**config.mk**
```make
export PLATFORM = sky130hd
export DESIGN_NAME = axi_uart_tx
export DESIGN_NICKNAME = d
export VERILOG_FILES = /design/src/soc_bus_pkg.sv /design/src/axi_uart_tx.sv
export SDC_FILE = /design/constraint.sdc
export NUM_CORES = 1
export LEC_CHECK = 0
export ABC_AREA = 1
export BUFFER_PORTS_ARGS = -buffer_cell sky130_fd_sc_hd__buf_2
export CORE_MARGIN = 4
export CORE_UTILIZATION = 36
export CTS_BUF_LIST = sky130_fd_sc_hd__clkbuf_2
export CTS_CLUSTER_DIAMETER = 120
export CTS_CLUSTER_SIZE = 10
export DETAILED_ROUTE_END_ITERATION = 10
export PLACE_DENSITY = 0.88
export RECOVER_POWER = 100
export SLEW_MARGIN = 20
export SYNTH_ARGS = -nofsm -noshare
export SYNTH_HDL_FRONTEND = slang
export SYNTH_SLANG_ARGS = --single-unit
```
**constraint.sdc**
```tcl
create_clock -name clk -period 2.6 [get_ports clk]
set_input_delay 0.52 -clock clk [delete_from_list [all_inputs] [get_ports clk]]
set_output_delay 0.52 -clock clk [all_outputs]
set_load 0.005 [all_outputs]
```
**src/soc_bus_pkg.sv**
```systemverilog
`default_nettype none

package soc_bus_pkg;

    typedef logic [31:0] axi_addr_t;
    typedef logic [31:0] axi_data_t;
    typedef logic [3:0]  axi_strb_t;
    typedef logic [1:0]  axi_resp_t;

    localparam axi_resp_t resp_okay = 2'b00;

    // Address map
    localparam axi_addr_t uart_data_addr         = 32'ha00003f8;
    localparam axi_addr_t clint_mtimecmp_lo_addr = 32'h02004000;
    localparam axi_addr_t clint_mtimecmp_hi_addr = 32'h02004004;
    localparam axi_addr_t clint_mtime_lo_addr    = 32'h0200bff8;
    localparam axi_addr_t clint_mtime_hi_addr    = 32'h0200bffc;

    // SRAM depth in 32-bit words
    localparam int sram_words = 1024;

    typedef enum logic [1:0] {
        sel_sram,
        sel_uart,
        sel_clint
    } slave_sel_t;

endpackage

`default_nettype wire

```
**src/axi_uart_tx.sv**
```systemverilog
`default_nettype none

module axi_uart_tx (
    input  logic                   clk,
    input  logic                   rst,
    input  soc_bus_pkg::axi_addr_t araddr,
    input  logic                   arvalid,
    output logic                   arready,
    output soc_bus_pkg::axi_data_t rdata,
    output soc_bus_pkg::axi_resp_t rresp,
    output logic                   rvalid,
    input  logic                   rready,
    input  soc_bus_pkg::axi_addr_t awaddr,
    input  logic                   awvalid,
    output logic                   awready,
    input  soc_bus_pkg::axi_data_t wdata,
    input  soc_bus_pkg::axi_strb_t wstrb,
    input  logic                   wvalid,
    output logic                   wready,
    output soc_bus_pkg::axi_resp_t bresp,
    output logic                   bvalid,
    input  logic                   bready,
    output logic [7:0]             tx_data,
    output logic                   tx_valid,
    input  logic                   tx_ready
);

    logic wr_fire, wr_hit;

    assign arready = !rvalid;
    // B stays pending from the write until the byte is taken and acknowledged
    assign wr_fire = awvalid && wvalid && !tx_valid && !bvalid;
    assign awready = wr_fire;
    assign wready  = wr_fire;
    assign wr_hit  = (awaddr == soc_bus_pkg::uart_data_addr) && wstrb[0];
    assign rresp   = soc_bus_pkg::resp_okay;
    assign bresp   = soc_bus_pkg::resp_okay;

    always_ff @(posedge clk) begin
        if (rst) begin
            rvalid   <= 1'b0;
            bvalid   <= 1'b0;
            tx_valid <= 1'b0;
            tx_data  <= 8'h00;
        end else begin
            if (arvalid && arready) begin
                rvalid <= 1'b1;
            end else if (rready) begin
                rvalid <= 1'b0;
            end
            if (wr_fire && wr_hit) begin
                tx_valid <= 1'b1;
                tx_data  <= wdata[7:0];
            end else if (tx_ready) begin
                tx_valid <= 1'b0;
            end
            // Writes that miss the data register complete at once
            if ((wr_fire && !wr_hit) || (tx_valid && tx_ready)) begin
                bvalid <= 1'b1;
            end else if (bready) begin
                bvalid <= 1'b0;
            end
        end
    end

    always_ff @(posedge clk) begin
        if (arvalid && arready) begin
            rdata <= (araddr == soc_bus_pkg::uart_data_addr) ? {24'h0, tx_data} : '0;
        end
    end

endmodule

`default_nettype wire

```
Yosys cells after proc, flatten, opt, wreduce, memory -nomap -nowiden --
Index checks and enable logic that the tools add are counted.
Word-level totals: register bits after elaboration 43, logic and storage cells 30, output and inout port bits 50
Operators by class: reduce and logical (&&, ||, !) cells 16, equality and inequality tests 2, muxes and demuxes 6
Operator list (number):
- $eq 32x32->1 const B | 2
- $logic_and 1x1->1 | 8
- $mux 1 | 6
- $reduce_bool 2->1 | 3
- $logic_not 1->1 | 4
- $logic_or 1x1->1 | 1

Depth between registers and ports, before layout --
depth after elaboration 6, gate-level depth with buffers 10, gate-level depth less buffers 10

Worst setup path after synthesis --
No wires, ideal clock.
path kind input -> output, start input awvalid, end output wready, path slack 964 ps, stages 4, arrival time 1116 ps, path through nand2_1 nor3_2 buf_2 buf_4
On the way: cells in the longest elaborated chain, start to end 3
Ends and longest elaborated chain:
- from (decl) | RTL line axi_uart_tx.sv:14 | input logic awvalid,
- $logic_and 1x1->1 (3 in series) | RTL line axi_uart_tx.sv:32 | assign wr_fire = awvalid && wvalid && !tx_valid && !bvalid;
- to (decl) | RTL line axi_uart_tx.sv:19 | output logic wready,
Every way passes these cells.

Final worst setup path --
start input awaddr[22], end register tx_data[4]
On the way: cells in the longest elaborated chain, start to end 3
Ends and longest elaborated chain:
- from (decl) | RTL line axi_uart_tx.sv:13 | input soc_bus_pkg::axi_addr_t awaddr,
- $eq 32x32->1 | RTL line axi_uart_tx.sv:35 | assign wr_hit = (awaddr == soc_bus_pkg::uart_data_addr) && wstrb[0];
- $logic_and 1x1->1 | RTL line axi_uart_tx.sv:35
- $logic_and 1x1->1 | RTL line axi_uart_tx.sv:51 | if (wr_fire && wr_hit) begin
- to (signal assigned) | RTL line axi_uart_tx.sv:53 | tx_data <= wdata[7:0];
- to (decl) | RTL line axi_uart_tx.sv:23 | output logic [7:0] tx_data,
Every way passes these cells. A chain may end at the register's enable or synchronous reset.

==> metrics.md <==
| Metric | Value |
|---|---|
| Cell taking the most area after synthesis | `edfxtp_1` |
| Critical Path Source | `awaddr[22]` |
| GRT Total Usage | `roughly 14%` |
| Relative slew slack | `between 50% and 60%` |
| Antenna violations before repair | `0` |
| Worst r2r src | `tx_valid$_SDFFE_PP0P_` |
| Starting Density | `between 30% and 40%` |
| Vias in the first global route | `between 1,000 and 1,500` |
| Register bit total from synthesis | `19` |
| Hold WS | `between 0.3 and 0.4 ns` |
| Post-synth top flop | `dfxtp_1` |
| TritonCTS sink count | `19` |
| Root Buffer Master | `clkbuf_2` |
| Critical Path RT | `2.86 ns` |
| Crit Path Class | `in2reg` |
| Core area | `around 0.0034 sq mm` |
| Critical path peak fanout | `10` |
| # diodes | `0` |
| Ys Warns | `0` |
| Number of synthesized flops with an enable pin | `8` |
| Grt ovf | `0` |
| Final core occ | `between 50% and 60%` |
| Combinational power share | `a little over 20%` |
| # rows | `21` |
| Delay-heaviest family, CP | `simple AND/OR/NAND/NOR gates` |
| Stages on the worst setup path | `9` |
| Fin crit period | `1.961 ns` |
| CTS H-Tree Depth | `1` |
| Setup crit end kind | `flip-flop` |
| DRT Pass-1 Iters | `4` |
| Area share of the largest cell type after synthesis | `a little under a fifth` |
| Fmax achieved | `between 0.5 and 0.6 GHz` |
| Worst Setup Start Kind | `input port` |
| Die height | `between 60 and 70 um` |
| CP max-delay cell | `nor2_1` |
| CTS max path bufs | `2` |
| Layout cells sized above 1 | `35.29%` |
| Synth unique cells | `20` |
| Via count | `between 1,000 and 1,500` |
| Hold violation total from the final report | `0` |
| Ys async rst share | `0%` |
| Total Die Area | `0.004625 sq mm` |
| Clock Latency Late Sink | `approximately 0.3 ns` |
| WL per Instance | `between 10 and 15 um` |
| Placed Instances | `between 300 and 400` |
| Crit-path cells | `buf_2, or2_0, nor2_1, nand2_1, nor2_1, nand3_1, nand2_1, inv_1, nor2_2` |
| Layout Nets | `about 400` |
| Port buffer count | `around 100` |
| ANT nets after route | `0` |
| HPWL after DPL | `between 2 and 3 mm` |
| Critical path data arrival time | `between 2 and 2.5 ns` |
| Outcome | `completed` |
| Post_cts resized | `0` |
| Largest net degree at the start of global routing | `12` |
| Clock network power share | `a little over a fifth` |
| Most frequent cells after synthesis | `38 x nand2_1, 36 x inv_1, 29 x buf_4` |
| Hold Path Cell Cnt | `2` |
| # IOs | `158` |
| TritonCTS clock tree | `done` |
| Worst Max-Slew Pin Slew | `0.6219 ns` |
| Global-route wire length before repair | `~5.1 mm` |
| Hold Startpoint | `rst` |
| Post-DP Area | `between 0.0015 and 0.002 sq mm` |
| Lkg Pwr | `approximately 0.94 nW` |
| Worst Clk Skew | `roughly 0.0040 ns` |
| Post-CTS Setup Bufs | `0` |
| Final cell count without fillers | `around 340` |
| Hold Path End | `bvalid$_SDFFE_PP0P_` |
| Final setup violation count | `0` |
| Clock-pin slew on the worst setup and hold paths | `about 0.17 ns` |
| WP buf/inv | `2` |
| Register area share after synthesis | `35.52%` |
| Area contributors post-synth | `edfxtp_1 19%, dfxtp_1 17%, buf_4 17%` |
| Power share of the sequential group | `roughly 57%` |
| CTS Hold Bufs | `0` |
| Sw frac | `a little over a quarter` |
| RSZ-0062 raised after global routing | `no` |
| Slew Viols, Final | `0` |
| Synth Instances | `around 190` |
| Routability Congestion | `about 0.7` |
| DRC viols | `0` |
| Initial DRC count | `between 40 and 50` |
| Reg-to-reg endpoint | `tx_data[4]$_SDFFE_PP0P_` |
| Synth-to-Final Area Change | `33.30%` |
| Reg2reg setup slack | `approximately 0.82 ns` |
| Fin area | `about 0.0017 sq mm` |
| CP peak stage delay | `approximately 0.49 ns` |
| DIE WIDTH | `around 68 um` |
| Int Power | `around 0.0004 W` |
| Peak supply drop | `roughly 100 uV` |
| Worst hold path class | `in2reg` |
| Avg Cell Area, Syn | `between 7 and 8 sq um` |
| Fin Setup TNS | `0 ns` |
| Power density cells | `about 320 mW/mm^2` |
| TritonCTS Buffers | `3` |
| Top-count cell post-synth | `nand2_1` |
| Mapped Area | `0.001296 sq mm` |
| Max-cap viol count | `0` |
| Fin crit share | `between 70% and 80%` |
| R2R depth | `6` |
| Via/cell ratio | `about 4.1` |
| Switching power total | `approximately 0.00015 W` |
| Routed WL | `~3.4 mm` |
stage by stage:
stage	setup WS (ns)	power [W]
2_1_floorplan	0.9639	0.0004004
3_3_place_gp	0.8533	0.0004414
3_5_place_dp	0.8454	0.0004440
4_1_cts	0.8560	0.0005683
5_1_grt	0.4390	0.0005988
6_report	0.6387	0.0005578
power groups by stage:
stage	clock network, W	logic [W]	registers (W)
finish	0.000123	0.000114	0.000321
global route	0.000145	0.000132	0.000322
floorplan	0	0.0000716	0.000329
detailed placement	0	0.000117	0.000327
CTS	0.000130	0.000117	0.000321
global placement	0	0.000114	0.000327
sequential cells by signal, summed over array words and instances, names as in the netlist:
| signal | count |
|---|---|
| bvalid | 1 |
| tx_data | 8 |
| rdata | 8 |
| tx_valid | 1 |
| rvalid | 1 |
kinds of logic (layout without fill, tap and decap cells):
kind of cell,count (synthesis),count (layout),synth area share [%]
other cells,1,28,0.2893
flops,19,19,35.52
compound gates,4,4,1.931
buf+inv,67,144,27.90
simple gates,94,94,34.36
cell usage in the layout (no fill, tap or decap), drive strengths merged, types with 2 or more instances in the layout:
| master | synthesis | layout |
|---|---|---|
| nand4 | 9 | 9 |
| buf | 30 | 89 |
| edfxtp | 8 | 8 |
| dfxtp | 11 | 11 |
| nor4 | 6 | 6 |
| inv | 36 | 36 |
| conb | 1 | 28 |
| nand3 | 3 | 3 |
| a21oi | 2 | 2 |
| nor2 | 36 | 36 |
| clkbuf | 0 | 17 |
| clkinv | 1 | 2 |
| nand2 | 38 | 38 |
worst reg2reg max path: stages, from the launching register on:
cell,delay (ns)
dfxtp_1,0.37
nor3_1,0.50
buf_4,0.26
nand3_1,0.31
nand2_1,0.16
inv_1,0.06
nor2_2,0.09
layer usage:
metal	share of wire [%]	GRT usage (%)
met3	11	2.627
met2	51	27.44
met4	1.4	4.467
met5	0	0
met1	36	15.58
worst max-delay path by stage:
stage,to,slack [ns]
final,tx_data[4]$_SDFFE_PP0P_,0.64
after global routing,tx_data[2]$_SDFFE_PP0P_,0.44
after CTS,wready,0.86
after detailed placement,tx_data[4]$_SDFFE_PP0P_,0.85
after global placement,tx_data[3]$_SDFFE_PP0P_,0.85
after floorplan,wready,0.96
final cells by class:
class / instances / area [sq um]
Clock buffer: 3 / 15.01
Clock inverter: 1 / 5.005
Fill cell: 380 / 1688
Inverter: 37 / 138.9
Multi-Input combinational cell: 126 / 550.5
Sequential cell: 19 / 460.4
Tap cell: 46 / 57.56
Timing Repair Buffer: 103 / 500.5
Power figures use the tool's default switching activity.
