**src/soc_bus_pkg.sv**
```systemverilog
`default_nettype none

package soc_bus_pkg;

    typedef logic [31:0] axi_addr_t;
    typedef logic [31:0] axi_data_t;
    typedef logic [3:0]  axi_strb_t;
    typedef logic [1:0]  axi_resp_t;

    localparam axi_resp_t resp_okay = 2'b00;

    // Address map
    localparam axi_addr_t uart_data_addr         = 32'ha00003f8;
    localparam axi_addr_t clint_mtimecmp_lo_addr = 32'h02004000;
    localparam axi_addr_t clint_mtimecmp_hi_addr = 32'h02004004;
    localparam axi_addr_t clint_mtime_lo_addr    = 32'h0200bff8;
    localparam axi_addr_t clint_mtime_hi_addr    = 32'h0200bffc;

    // SRAM depth in 32-bit words
    localparam int sram_words = 1024;

    typedef enum logic [1:0] {
        sel_sram,
        sel_uart,
        sel_clint
    } slave_sel_t;

endpackage

`default_nettype wire

```
**src/axi_clint.sv**
```systemverilog
`default_nettype none

module axi_clint (
    input  logic                   clk,
    input  logic                   rst,
    input  soc_bus_pkg::axi_addr_t araddr,
    input  logic                   arvalid,
    output logic                   arready,
    output soc_bus_pkg::axi_data_t rdata,
    output soc_bus_pkg::axi_resp_t rresp,
    output logic                   rvalid,
    input  logic                   rready,
    input  soc_bus_pkg::axi_addr_t awaddr,
    input  logic                   awvalid,
    output logic                   awready,
    input  soc_bus_pkg::axi_data_t wdata,
    input  soc_bus_pkg::axi_strb_t wstrb,
    input  logic                   wvalid,
    output logic                   wready,
    output soc_bus_pkg::axi_resp_t bresp,
    output logic                   bvalid,
    input  logic                   bready,
    output logic                   timer_irq
);

    logic [63:0] mtime, mtimecmp, rd_word;
    logic        wr_fire;

    // Byte-strobed update of one 32-bit half
    function automatic logic [63:0] merge(input logic [63:0] cur, input logic hi,
                                          input soc_bus_pkg::axi_data_t data,
                                          input soc_bus_pkg::axi_strb_t strb);
        logic [63:0] res;
        res = cur;
        for (int i = 0; i < 4; i++) begin
            if (strb[i]) begin
                res[32*hi + 8*i +: 8] = data[8*i +: 8];
            end
        end
        return res;
    endfunction

    assign arready = !rvalid;
    assign wr_fire = awvalid && wvalid && !bvalid;
    assign awready = wr_fire;
    assign wready  = wr_fire;
    assign rresp   = soc_bus_pkg::resp_okay;
    assign bresp   = soc_bus_pkg::resp_okay;
    // Bit 15 picks mtime over mtimecmp
    assign rd_word = araddr[15] ? mtime : mtimecmp;

    always_ff @(posedge clk) begin
        if (rst) begin
            rvalid    <= 1'b0;
            bvalid    <= 1'b0;
            mtime     <= '0;
            mtimecmp  <= '1;
            timer_irq <= 1'b0;
        end else begin
            if (arvalid && arready) begin
                rvalid <= 1'b1;
            end else if (rready) begin
                rvalid <= 1'b0;
            end
            if (wr_fire) begin
                bvalid <= 1'b1;
            end else if (bready) begin
                bvalid <= 1'b0;
            end
            if (wr_fire && awaddr[15]) begin
                mtime <= merge(mtime + 64'd1, awaddr[2], wdata, wstrb);
            end else begin
                mtime <= mtime + 64'd1;
            end
            if (wr_fire && !awaddr[15]) begin
                mtimecmp <= merge(mtimecmp, awaddr[2], wdata, wstrb);
            end
            timer_irq <= (mtime >= mtimecmp);
        end
    end

    always_ff @(posedge clk) begin
        if (arvalid && arready) begin
            rdata <= araddr[2] ? rd_word[63:32] : rd_word[31:0];
        end
    end

endmodule

`default_nettype wire

```
**config.mk**
```make
export PLATFORM = sky130hd
export DESIGN_NAME = axi_clint
export DESIGN_NICKNAME = d
export VERILOG_FILES = /design/src/soc_bus_pkg.sv /design/src/axi_clint.sv
export SDC_FILE = /design/constraint.sdc
export NUM_CORES = 1
export LEC_CHECK = 0
export BUFFER_PORTS_ARGS = -buffer_cell sky130_fd_sc_hd__clkbuf_2
export CAP_MARGIN = 0
export CORE_MARGIN = 2
export CORE_UTILIZATION = 57
export DETAILED_ROUTE_END_ITERATION = 6
export PLACE_DENSITY = 0.91
export SLEW_MARGIN = 0
export SYNTH_ARGS = -nofsm -noshare
export SYNTH_HDL_FRONTEND = slang
export SYNTH_SLANG_ARGS = --single-unit
```
**constraint.sdc**
```tcl
create_clock -name clk -period 2.4 [get_ports clk]
set_input_delay 0.12 -clock clk [delete_from_list [all_inputs] [get_ports clk]]
set_output_delay 0.12 -clock clk [all_outputs]
set_load 0.005 [all_outputs]
```
### After elaboration in Yosys (flattened, before gate mapping)

Cells that the tools add are included.

* shift operators: 8
* $add $sub $neg: 8
* reduce and logical (&&, ||, !) cells: 10
* magnitude comparators: 1
* muxes and demuxes: 35

Operators by type and width (count)
* two-way mux 64 bit: 22
* bitwise mux 64 bit: 8
* variable shift 8 x 34 -> 64 bit, first input constant: 4
* variable part select 8 x 34 -> 64 bit: 4
* negator 7 -> 34 bit: 3
* adder 64 x 1 -> 64 bit, second input constant: 1
* >= comparator 64 bit: 1
* negator 6 -> 34 bit: 1
* two-way mux 32 bit: 1
* adder 6 x 5 -> 7 bit, second input constant: 2
* adder 6 x 4 -> 7 bit, second input constant: 1
* logical AND 1 bit: 5
* two-way mux 1 bit: 4
* nonzero test 2 bit: 2
* logical NOT 1 bit: 3

* output and inout port bits: 42
* input bits: 107
* flip-flop bits (word level): 163

### Logic depth before layout (Yosys ltp)

* depth after elaboration: 17
* mapped depth: 8

### Worst setup path after synthesis

Ideal clock, no wire load.

* path kind: flip-flop to flip-flop
* from: register rvalid
* to: register rdata[0], enable pin
* arrival time: 1797 ps
* clock period less this slack: 2222 ps
* data required time: 1975 ps
* library setup time: 425 ps
* stages on the path, launching flop included: 2
* slack: 178 ps
* path through: dfxtp_1 -> nor2b_1

* word-level cells in the longest chain between the ends: 2

RTL lines
* start: declaration: line axi_clint.sv:11 `output logic rvalid,`
* start signal: assignment: line axi_clint.sv:54 `rvalid <= 1'b0;`
* start signal: assignment: line axi_clint.sv:61 `rvalid <= 1'b1;`
* start signal: assignment: line axi_clint.sv:63 `rvalid <= 1'b0;`
* logical NOT 1 bit: line axi_clint.sv:43 `assign arready = !rvalid;`
* logical AND 1 bit: line axi_clint.sv:83 `if (arvalid && arready) begin`
* end signal: assignment: line axi_clint.sv:84 `rdata <= araddr[2] ? rd_word[63:32] : rd_word[31:0];`
* end: declaration: line axi_clint.sv:9 `output soc_bus_pkg::axi_data_t rdata,`

No other way between the ends.
A chain may end at the register's enable or synchronous reset.

### Final worst setup path

* from: register mtime[5]
* to: register timer_irq

* word-level cells in the longest chain between the ends: 1

RTL lines
* start: declaration: line axi_clint.sv:26 `logic [63:0] mtime, mtimecmp, rd_word;`
* start signal: assignment: line axi_clint.sv:71 `mtime <= merge(mtime + 64'd1, awaddr[2], wdata, wstrb);`
* start signal: assignment: line axi_clint.sv:73 `mtime <= mtime + 64'd1;`
* >= comparator 64 bit: line axi_clint.sv:78 `timer_irq <= (mtime >= mtimecmp);`
* end signal: assignment: line axi_clint.sv:78
* end: declaration: line axi_clint.sv:23 `output logic timer_irq`

No other way between the ends.

==> out/metrics.yaml <==
grt_start_max_net_pins: 67
io_pins: 149
layout-drive-gt1-share_pct: 19.1
yosysSeqAreaShare_pct: 39.1
synth-seq-cells: 163
critPathLaunchType: "register"
r2r_end: "timer_irq"
maxSlewHeadroom_pct: 46.3
cts_max_level: 4
netlist_area_um2: 9150
vias: 8211
r2r_start: "mtime[5]"
dp_slack_ps: 125
path_clk_slew_ps: 70
detailed_place_hpwl_um: 17400
utilization_pct: 69.8
final_nets: 1264
cts_buffers: 17
gp_congestion: 0.931
r2r_slack_ps: 80
fin_cells: 1321
holdCritPathClass: "in2reg"
drtIter0Drc: 1034
worstHoldPathCells: 3
period_share_pct: 96.7
grt_pass1_wl_um: 40700
async_flop_share_pct: 0
die_w_um: 131
cts.sinks: 163
final_hold_viol_count: 0
status: "complete, no violations"
rsz0062_at_grt: "yes"
avgSynthCellArea_um2: 9.59
antenna_cells: 0
power_density_nw_per_um2: 580
antenna_found_initial: 0
routed_wl_um: 25700
drv_cap: 0
cts_tree: "done"
worst_ep_arrival_time_ps: 2640
drc_errors: 0
dp.cells: 1254
wl_per_cell_um: 19.5
min-delay-start: "wdata[11]"
num_rows: 46
die-area_um2: 17100
setup_viol: 0
fin_crit_ps: 2320
clockBufferDepth: 2
fp.coreArea_um2: 15800
ant_nets: 0
p_leak_nw: 5.10
synthDistinctLibCells: 46
critical_path_required_ps: 2720
fin_worst_skew_ps: 7.52
ir_drop_mv: 0.544
place.port_buffers: 84
slew_viol_final: 0
crit_type: "reg2reg"
yosys_warnings: 0
die_h_um: 131
fmax_mhz: 431
grt_pass1_vias: 7813
worst_skew_pair.late_latency_ps: 450
area_delta_synth_final_pct: 20.2
gr-total-overflow: 0
drt_first_pass_iters: 5
synth_edf_count: 32
setup_ws_ps: 78.7
r2r_cells: 7
synth_flop_cell: "dfxtp_1"
ctsRootBufferMaster: "clkbuf_16"
setup_tns_ps: 0
syn_inst: 955
crit_fanout: 5
worst_slew_pin_slew_ps: 806
cp-end-kind: "register"
grt_usage_pct: 31.2
hold_path_end: "mtimecmp[43]"
via_per_inst: 6.22
start_util_pct: 58.0
cell usage after synthesis (all sizes together) (2+ instances only):
master / n / area [um2]
buf: 9 / 60.1
a21oi: 29 / 145
nor3: 11 / 60.1
xor2: 30 / 263
and3: 9 / 56.3
clkbuf: 37 / 139
o211ai: 33 / 248
a211oi: 65 / 488
nor2b: 3 / 18.8
nor4: 18 / 210
mux4: 32 / 721
dfxtp: 131 / 2620
a2111oi: 2 / 17.5
a21o: 4 / 30.0
xnor2: 32 / 280
o21ai: 13 / 65.1
and4: 4 / 35.0
and2: 5 / 31.3
nor2: 85 / 319
ha: 65 / 813
nand3: 31 / 160
nand2: 117 / 439
nor3b: 2 / 15.0
mux2i: 32 / 320
edfxtp: 32 / 961
inv: 78 / 293
nand4: 34 / 255
worst max-delay path, cell delays in order, from the launching register on:
cell       delay [ps]
dfxtp_1           470
ha_1              290
a21oi_1           160
o21ai_0           190
a221o_1           370
o31a_1            300
a2111oi_1         250
o21ai_0           160
timing repair:
| action | 4_1_cts | 5_1_grt |
|---|---|---|
| hold buffers | 33 | 0 |
| resized for setup | 0 | 5 |
| setup endpoints to repair | 0 | 10 |
| endpoints found under the hold margin | 72 | 0 |
| buffers inserted | 0 | 2 |
power by group:
group | total (mW) | leakage [nW] | internal, mW | switching, mW
registers | 2.94 | 1.37 | 2.88 | 0.0599
clock network | 2.89 | 0.306 | 1.75 | 1.14
logic | 0.544 | 3.43 | 0.251 | 0.293
total | 6.38 | 5.10 | 4.88 | 1.50
sequential cells by signal, indices dropped and copies added, names as in the netlist:
name       flops
mtime         64
mtimecmp      64
rdata         32
bvalid         1
rvalid         1
timer_irq      1
cell families after synthesis:
family	count (synthesis)	synth area share, %
flops	163	39.1
xor+xnor	62	5.93
fa+ha+maj	65	8.88
mux	64	11.4
buf+inv	124	5.37
simple gates	323	17.8
compound gates	153	11.5
other cells	1	0.0410
cells in the final DEF (no fill, tap or decap), types with 13 or more instances in the layout:
cell / Yosys / routed
nand3_1: 30 / 30
ha_1: 65 / 65
edfxtp_1: 32 / 32
mux4_2: 32 / 32
nor2_1: 85 / 85
a21oi_1: 29 / 29
o21ai_0: 13 / 13
clkbuf_16: 0 / 20
dlygate4sd3_1: 0 / 33
buf_4: 7 / 42
xor2_1: 30 / 30
dfxtp_1: 131 / 130
o211ai_1: 33 / 33
inv_1: 78 / 77
nand2_1: 117 / 117
xnor2_1: 32 / 32
nand4_1: 30 / 30
mux2i_1: 32 / 32
a211oi_1: 65 / 65
clkbuf_2: 0 / 84
stage by stage:
| step | total power, mW | cell area [um2] | hold slack, ps |
|---|---|---|---|
| floorplan | 3.27 | 9170 | 219 |
| global placement | 3.46 | 10000 | 313 |
| detailed placement | 3.48 | 10000 | 312 |
| CTS | 6.37 | 11000 | 6.14 |
| global route | 6.54 | 11000 | 9.61 |
| finish | 6.38 | 11000 | 19.4 |
per-layer routing:
metal | GRT usage (%) | vias up | part of all wire (%)
li1 | - | 3720 | -
met1 | 39.6 | 3875 | 39
met2 | 51.1 | 516 | 47
met3 | 7.53 | 100 | 10
met4 | 13.8 | 0 | 3.6
met5 | 0 | - | 0
layout make-up:
type / instances / area, um2
repair buffers: 161 / 1110
multi-input cells: 671 / 5120
clock buffers: 22 / 518
inverters: 78 / 293
clock inverters: 10 / 115
fillers: 1051 / 4770
flip-flops and latches: 163 / 3580
well taps: 216 / 270
how the worst max path moves through the flow:
stage	end	startpoint	cells past startpoint	slack, ps
CTS	mtime[42]	mtime[1]	7	90
finish	timer_irq	mtime[5]	7	80
global route	mtime[58]	mtime[26]	6	-110
global placement	timer_irq	mtime[5]	7	200
floorplan	rdata[0]	rvalid	1	180
detailed placement	mtime[58]	mtime[4]	6	120
No activity file was read; power rests on OpenSTA's default activity.
