--- src/soc_bus_pkg.sv ---
`default_nettype none

package soc_bus_pkg;

    typedef logic [31:0] axi_addr_t;
    typedef logic [31:0] axi_data_t;
    typedef logic [3:0]  axi_strb_t;
    typedef logic [1:0]  axi_resp_t;

    localparam axi_resp_t resp_okay = 2'b00;

    // Address map
    localparam axi_addr_t uart_data_addr         = 32'ha00003f8;
    localparam axi_addr_t clint_mtimecmp_lo_addr = 32'h02004000;
    localparam axi_addr_t clint_mtimecmp_hi_addr = 32'h02004004;
    localparam axi_addr_t clint_mtime_lo_addr    = 32'h0200bff8;
    localparam axi_addr_t clint_mtime_hi_addr    = 32'h0200bffc;

    // SRAM depth in 32-bit words
    localparam int sram_words = 1024;

    typedef enum logic [1:0] {
        sel_sram,
        sel_uart,
        sel_clint
    } slave_sel_t;

endpackage

`default_nettype wire

--- src/axi_xbar.sv ---
`default_nettype none

module axi_xbar (
    input  logic                   clk,
    input  logic                   rst,
    // Master side
    input  soc_bus_pkg::axi_addr_t m_araddr,
    input  logic                   m_arvalid,
    output logic                   m_arready,
    output soc_bus_pkg::axi_data_t m_rdata,
    output soc_bus_pkg::axi_resp_t m_rresp,
    output logic                   m_rvalid,
    input  logic                   m_rready,
    input  soc_bus_pkg::axi_addr_t m_awaddr,
    input  logic                   m_awvalid,
    output logic                   m_awready,
    input  soc_bus_pkg::axi_data_t m_wdata,
    input  soc_bus_pkg::axi_strb_t m_wstrb,
    input  logic                   m_wvalid,
    output logic                   m_wready,
    output soc_bus_pkg::axi_resp_t m_bresp,
    output logic                   m_bvalid,
    input  logic                   m_bready,
    // s0 SRAM
    output soc_bus_pkg::axi_addr_t s0_araddr, s0_awaddr,
    output soc_bus_pkg::axi_data_t s0_wdata,
    output soc_bus_pkg::axi_strb_t s0_wstrb,
    output logic                   s0_arvalid, s0_rready, s0_awvalid, s0_wvalid, s0_bready,
    input  logic                   s0_arready, s0_rvalid, s0_awready, s0_wready, s0_bvalid,
    input  soc_bus_pkg::axi_data_t s0_rdata,
    input  soc_bus_pkg::axi_resp_t s0_rresp, s0_bresp,
    // s1 UART
    output soc_bus_pkg::axi_addr_t s1_araddr, s1_awaddr,
    output soc_bus_pkg::axi_data_t s1_wdata,
    output soc_bus_pkg::axi_strb_t s1_wstrb,
    output logic                   s1_arvalid, s1_rready, s1_awvalid, s1_wvalid, s1_bready,
    input  logic                   s1_arready, s1_rvalid, s1_awready, s1_wready, s1_bvalid,
    input  soc_bus_pkg::axi_data_t s1_rdata,
    input  soc_bus_pkg::axi_resp_t s1_rresp, s1_bresp,
    // s2 CLINT
    output soc_bus_pkg::axi_addr_t s2_araddr, s2_awaddr,
    output soc_bus_pkg::axi_data_t s2_wdata,
    output soc_bus_pkg::axi_strb_t s2_wstrb,
    output logic                   s2_arvalid, s2_rready, s2_awvalid, s2_wvalid, s2_bready,
    input  logic                   s2_arready, s2_rvalid, s2_awready, s2_wready, s2_bvalid,
    input  soc_bus_pkg::axi_data_t s2_rdata,
    input  soc_bus_pkg::axi_resp_t s2_rresp, s2_bresp
);

    soc_bus_pkg::slave_sel_t rd_route, wr_route, rd_sel, wr_sel;
    logic                    rd_busy, wr_busy;
    logic [2:0]              rd_hot, wr_hot;

    function automatic soc_bus_pkg::slave_sel_t decode(input soc_bus_pkg::axi_addr_t addr);
        soc_bus_pkg::slave_sel_t sel;
        sel = soc_bus_pkg::sel_sram;
        if (addr == soc_bus_pkg::uart_data_addr) begin
            sel = soc_bus_pkg::sel_uart;
        end else if (addr == soc_bus_pkg::clint_mtimecmp_lo_addr ||
                     addr == soc_bus_pkg::clint_mtimecmp_hi_addr ||
                     addr == soc_bus_pkg::clint_mtime_lo_addr ||
                     addr == soc_bus_pkg::clint_mtime_hi_addr) begin
            sel = soc_bus_pkg::sel_clint;
        end
        return sel;
    endfunction

    // Latched route while busy, fresh decode otherwise
    assign rd_sel = rd_busy ? rd_route : decode(m_araddr);
    assign wr_sel = wr_busy ? wr_route : decode(m_awaddr);
    assign rd_hot = 3'b001 << rd_sel;
    assign wr_hot = 3'b001 << wr_sel;

    always_ff @(posedge clk) begin
        if (rst) begin
            rd_busy  <= 1'b0;
            wr_busy  <= 1'b0;
            rd_route <= soc_bus_pkg::sel_sram;
            wr_route <= soc_bus_pkg::sel_sram;
        end else begin
            if (m_arvalid && m_arready) begin
                rd_busy  <= 1'b1;
                rd_route <= rd_sel;
            end else if (m_rvalid && m_rready) begin
                rd_busy <= 1'b0;
            end
            if (m_awvalid && m_awready) begin
                wr_busy  <= 1'b1;
                wr_route <= wr_sel;
            end else if (m_bvalid && m_bready) begin
                wr_busy <= 1'b0;
            end
        end
    end

    // Payloads go to every slave, handshakes only to the routed one
    assign s0_araddr = m_araddr;
    assign s1_araddr = m_araddr;
    assign s2_araddr = m_araddr;
    assign s0_awaddr = m_awaddr;
    assign s1_awaddr = m_awaddr;
    assign s2_awaddr = m_awaddr;
    assign s0_wdata  = m_wdata;
    assign s1_wdata  = m_wdata;
    assign s2_wdata  = m_wdata;
    assign s0_wstrb  = m_wstrb;
    assign s1_wstrb  = m_wstrb;
    assign s2_wstrb  = m_wstrb;

    assign {s2_arvalid, s1_arvalid, s0_arvalid} = rd_hot & {3{m_arvalid && !rd_busy}};
    assign {s2_rready, s1_rready, s0_rready}    = rd_hot & {3{m_rready && rd_busy}};
    assign {s2_awvalid, s1_awvalid, s0_awvalid} = wr_hot & {3{m_awvalid && !wr_busy}};
    assign {s2_wvalid, s1_wvalid, s0_wvalid}    = wr_hot & {3{m_wvalid && !wr_busy}};
    assign {s2_bready, s1_bready, s0_bready}    = wr_hot & {3{m_bready && wr_busy}};

    assign m_arready = !rd_busy && |(rd_hot & {s2_arready, s1_arready, s0_arready});
    assign m_rvalid  = rd_busy && |(rd_hot & {s2_rvalid, s1_rvalid, s0_rvalid});
    assign m_awready = !wr_busy && |(wr_hot & {s2_awready, s1_awready, s0_awready});
    assign m_wready  = !wr_busy && |(wr_hot & {s2_wready, s1_wready, s0_wready});
    assign m_bvalid  = wr_busy && |(wr_hot & {s2_bvalid, s1_bvalid, s0_bvalid});

    always_comb begin
        case (rd_route)
            soc_bus_pkg::sel_uart: begin
                m_rdata = s1_rdata;
                m_rresp = s1_rresp;
            end
            soc_bus_pkg::sel_clint: begin
                m_rdata = s2_rdata;
                m_rresp = s2_rresp;
            end
            default: begin
                m_rdata = s0_rdata;
                m_rresp = s0_rresp;
            end
        endcase
        case (wr_route)
            soc_bus_pkg::sel_uart:  m_bresp = s1_bresp;
            soc_bus_pkg::sel_clint: m_bresp = s2_bresp;
            default:                m_bresp = s0_bresp;
        endcase
    end

endmodule

`default_nettype wire

--- config.mk ---
export PLATFORM = sky130hd
export DESIGN_NAME = axi_xbar
export DESIGN_NICKNAME = d
export VERILOG_FILES = /design/src/soc_bus_pkg.sv /design/src/axi_xbar.sv
export SDC_FILE = /design/constraint.sdc
export NUM_CORES = 1
export LEC_CHECK = 0
export ABC_AREA = 1
export BUFFER_PORTS_ARGS = -buffer_cell sky130_fd_sc_hd__buf_2
export CAP_MARGIN = 20
export CORE_AREA = 2 2 231 233
export CTS_BUF_LIST = sky130_fd_sc_hd__clkbuf_2
export DETAILED_ROUTE_END_ITERATION = 8
export DIE_AREA = 0 0 233 235
export PLACE_DENSITY = 0.32
export SYNTH_ARGS = -nofsm -noshare
export SYNTH_HDL_FRONTEND = slang
export SYNTH_SLANG_ARGS = --single-unit
--- constraint.sdc ---
create_clock -name clk -period 1.66 [get_ports clk]
set_input_delay 0.166 -clock clk [delete_from_list [all_inputs] [get_ports clk]]
set_output_delay 0.166 -clock clk [all_outputs]
set_load 0.01 [all_outputs]
=== Yosys cells after proc, flatten, opt, wreduce, memory -nomap -nowiden ===
Index checks and enable logic that the tools add are counted.

* Input bits: 230
* Output and inout port bits: 356
* Flip-flop bits (word level): 6
* Word-level logic and storage cells: 72

* Bitwise gates (word level): 10
* Mux-type cells: 13
* Equality and inequality tests: 14
* Reductions and logical operators: 29
* Shifts and indexed selects: 2

{| class="wikitable"
|+ Operators by type and width
! operator !! count
|-
| $eq 32x26->1 const B || 8
|-
| $eq 32x32->1 const B || 2
|-
| $pmux 32 s2 || 1
|-
| $and 3x3->3 || 10
|-
| $reduce_or 3->1 || 5
|-
| $logic_and 1x1->1 || 14
|-
| $mux 2 || 6
|-
| $pmux 2 s2 || 2
|-
| $logic_or 1x1->1 || 6
|-
| $shl 1x2->3 const A || 2
|-
| $eq 2x1->1 const B || 2
|-
| $eq 2x2->1 const B || 2
|-
| $mux 1 || 4
|-
| $reduce_bool 2->1 || 2
|-
| $logic_not 1->1 || 2
|}

=== Logic depth before layout (Yosys ltp) ===
* Depth in word-level cells: 14
* Gate-level depth with buffers: 15
* Mapped depth without buffers: 15

=== Worst setup path before layout ===
No wires, ideal clock.

* Path type: register to output
* Start: reg rd_route[0]
* End: out m_rdata[0]
* Slack: 2 ps
* Data required time: 1494 ps
* Path buffers: 2
* Data arrival time: 1492 ps
* Stages on the path, launching flop included: 8
* Cell sequence: dfxtp_1 > inv_1 > ha_1 > clkbuf_1 > clkinv_1 > clkbuf_1 > nor2_1 > a21oi_1

* Longest elaborated chain between the ends: 2
* Elaborated cells between the ends (all ways): 3
* Those cells by class: 2 x eq/ne; 1 x mux

{| class="wikitable"
|+ RTL lines
! what !! line !! RTL
|-
| from (decl) || axi_xbar.sv:50 || <nowiki>soc_bus_pkg::slave_sel_t rd_route, wr_route, rd_sel, wr_sel;</nowiki>
|-
| from (signal assigned) || axi_xbar.sv:78 || <nowiki>rd_route <= soc_bus_pkg::sel_sram;</nowiki>
|-
| from (signal assigned) || axi_xbar.sv:83 || <nowiki>rd_route <= rd_sel;</nowiki>
|-
| $eq 2x2->1 or $eq 2x1->1 (tied branches) || axi_xbar.sv:123 || <nowiki>case (rd_route)</nowiki>
|-
| $pmux 32 s2 * || axi_xbar.sv:123 ||
|-
| to (decl) || axi_xbar.sv:10 || <nowiki>output soc_bus_pkg::axi_data_t m_rdata,</nowiki>
|}

Every way passes the cells marked *; elsewhere a longest branch is shown, timed or not.

=== Worst setup path in the final report ===
* Start: reg rd_route[0]
* End: out m_rdata[27]

Same word-level chain as after synthesis.

==> metrics.txt <==
# DRC=0; DRT antenna net count=0; failing checks=negative setup slack; met2 Use GR=12.8%; Crit path largest cell delay=0.34 ns; core area=52200 sq um; Post-Synthesis Cell Area=4330 sq um; Synth area leaders=buf_4 (52%), nand2_1 (12%), nor2_1 (9.5%); Clk Latency, worst-skew pair=0.25 ns; # fillers=6073; First DRT Iteration DRCs=124; synthesis-to-finish area growth=61.9%; number of I/O pins=586; Final Worst Setup Slack=-0.169 ns; mux share of post-synthesis cell area=0%; Post-synth ARST share=0%; final wirelength=22900 um; clk slew on worst S/H paths=0.09 ns; IO Port Bufs=441; Bufs and invs on worst path=5; CP max stage cell=dfxtp_2; critical path class=flop to output pin; most numerous cell in the Yosys netlist=buf_4; hold bufs inserted after CTS=0; Root Driver=clkbuf_2; GR Util All Layers=6.65%; H-tree depth=1; Critical Path Start Type=flop; Synth Area in Compound Gates=9.20%; Max-Cap Viols=0; status=complete, but fails checks; global route hottest layer=met2; Critical Path RT=1.49 ns; post-synthesis xor/xnor area fraction=0%; setup TNS=-5.51 ns; adder-cell share of the synthesized area=1.16%; CP startpoint=rd_route[0]; main flop type after synthesis=dfxtp_1; Setup WS pre-CTS=-0.184 ns; Setup violations, final=53; WL/cell=13.5 um; maximum clock rate=547 MHz; FF-to-FF Start=wr_busy; CP top delay family=buffers and inverters; slew of the pin with the lowest slew margin=0.289 ns; Final Max Slew Viols=0; routed via count=5108; CP Max Fanout=8; nets=1241; Leak=3.67 nW; Mapped Cells=759; synthesized area per cell=5.70 sq um; flops & latches, synth=6; CTS sink count=6; Cell Rows=84; register area=126 sq um; layout cells sized above 1=72.1%; Final HPWL DP=17300 um; Seq/Total Area, Yosys=2.78%; Commonest cells post-synth=buf_4 (300), nand2_1 (140), nor2_1 (109); die area=54800 sq um; CTS tree=built; largest family of logic cells by synthesized area=buffers and inverters; Mapped Nets=993; M1 GR Usage=6.77%; Yosys Warn Count=0; worst-case clock buffer depth=2; antenna violations before repair=1; number of global-route vias before repair=4805; data arrival time of the worst path=1.66 ns; footprint of the multi-input gates=2280 sq um; Antenna Cells=0; Final Hold Fails=0; Post-synth EDFFs=0; first-pass GRT wire length=27600 um; Post-Route Skew=0.000178 ns; Die X=233 um; Synth area leader=buf_4; Pre-antenna DRT Iters=4; CP Cell Sequence=inv_2 -> ha_4 -> buf_6 -> clkinv_8 -> clkbuf_16 -> nor2_4 -> a21oi_2 -> buf_2; RSZ-0062 raised after global routing=yes; Hold Path Origin=rst; CTS Buf Count=3; Placer Congestion=0.712; CP Capture Type=output pin; pin count of the biggest net entering global routing=35; Initial Util=8.28%; global route overflow=0; Worst VDD drop=0.000170 V; Via density=3.02; fin crit period=1.83 ns; share of the synthesized area in the top cell type=52.1%; M3 GR Usage=1.61%; Slew HR=80.7%; HP Class=input pin to flop; area share of and/or/nand/nor cells after synthesis=27.9%; fin crit share=110%; Synth cell types=18; fin util=13.4%; pwr dens=439 nW/um^2; Die Span Y=235 um
-- what timing repair did --
item | CTS | global route
endpoints found under the hold margin | 0 | 0
setup endpoints to repair | 56 | 61
gates resized for setup | 74 | 150
buffers inserted | 12 | 9
gates cloned | 2 | 11
pin swaps | 16 | 27
-- path summary, 6_finish.rpt --
kind / endpoint / slack [ns] / cells after the start
hold / removal: wr_busy / 0.19 / 2
setup / recovery: m_rdata[27] / -0.17 / 8
hold reg to reg: wr_route[1] / 0.61 / 3
setup reg to reg: wr_route[1] / -0.07 / 15
-- per-stage QoR --
stage / instance area [sq um] / hold slack [ns] / power (mW) / cells
after global routing: 7000 / 0.169 / 3.36 / 1693
final: 7000 / 0.191 / 3.08 / 1693
after detailed placement: 5790 / 0.332 / 2.16 / 1660
after CTS: 6220 / 0.170 / 2.58 / 1677
after global placement: 5790 / 0.332 / 2.18 / 1660
after floorplan: 4330 / 0.235 / 1.58 / 759
-- sequential cells by signal, indices dropped and copies added, names as in the netlist --
| signal | cells |
|---|---|
| wr_route | 2 |
| wr_busy | 1 |
| rd_route | 2 |
| rd_busy | 1 |
-- where the power goes --
| part | switching [mW] | internal, mW |
|---|---|---|
| clock | 0.0719 | 0.0493 |
| sequential | 0.0106 | 0.160 |
| combinational | 1.49 | 1.29 |
| total | 1.57 | 1.50 |
-- cells in the final DEF (no fill, tap or decap), types with 7 or more instances in the layout --
| master | count |
|---|---|
| a21oi_1 | 34 |
| nand2_1 | 118 |
| nand3_2 | 12 |
| nand3_1 | 10 |
| buf_4 | 81 |
| nor2_4 | 30 |
| nor2_1 | 65 |
| buf_12 | 10 |
| nand2_2 | 18 |
| buf_6 | 24 |
| inv_1 | 49 |
| a21oi_2 | 41 |
| clkbuf_16 | 7 |
| inv_2 | 11 |
| nor2_2 | 23 |
| buf_2 | 434 |
| nand2_4 | 13 |
-- cells by family after synthesis --
family          count (synthesis)
simple gates                  292
compound gates                 78
buf+inv                       379
flops                           6
fa+ha+maj                       4
-- worst reg2reg max path: stages, from the launching register on --
cell and delay [ns]:
dfxtp_2 0.34, inv_2 0.06, nand2_2 0.05, nor2_2 0.09
nand3_2 0.09, nor2_4 0.11, nand2_2 0.07, nand2_4 0.10
nor2_4 0.05, nand2_1 0.07, nand3_2 0.07, buf_4 0.14
buf_6 0.12, buf_4 0.13, a21oi_2 0.11, nor2_1 0.05
-- final cells by class --
class | instances | share of cell area, %
Tap cell | 688 | 12.3
Inverter | 64 | 3.73
Multi-Input combinational cell | 374 | 32.6
Sequential cell | 6 | 1.80
Clock buffer | 3 | 0.214
Timing Repair Buffer | 558 | 49.3
-- layer usage --
metal  wire length, um  share of wire (%)  vias up
met5                13              0.057        -
met4               980                4.3        2
met3              1670                7.3       71
met2             11500                 50      325
met1              8730                 38     2207
li1                  -                  -     2503
(Power assumes the default switching activity.)
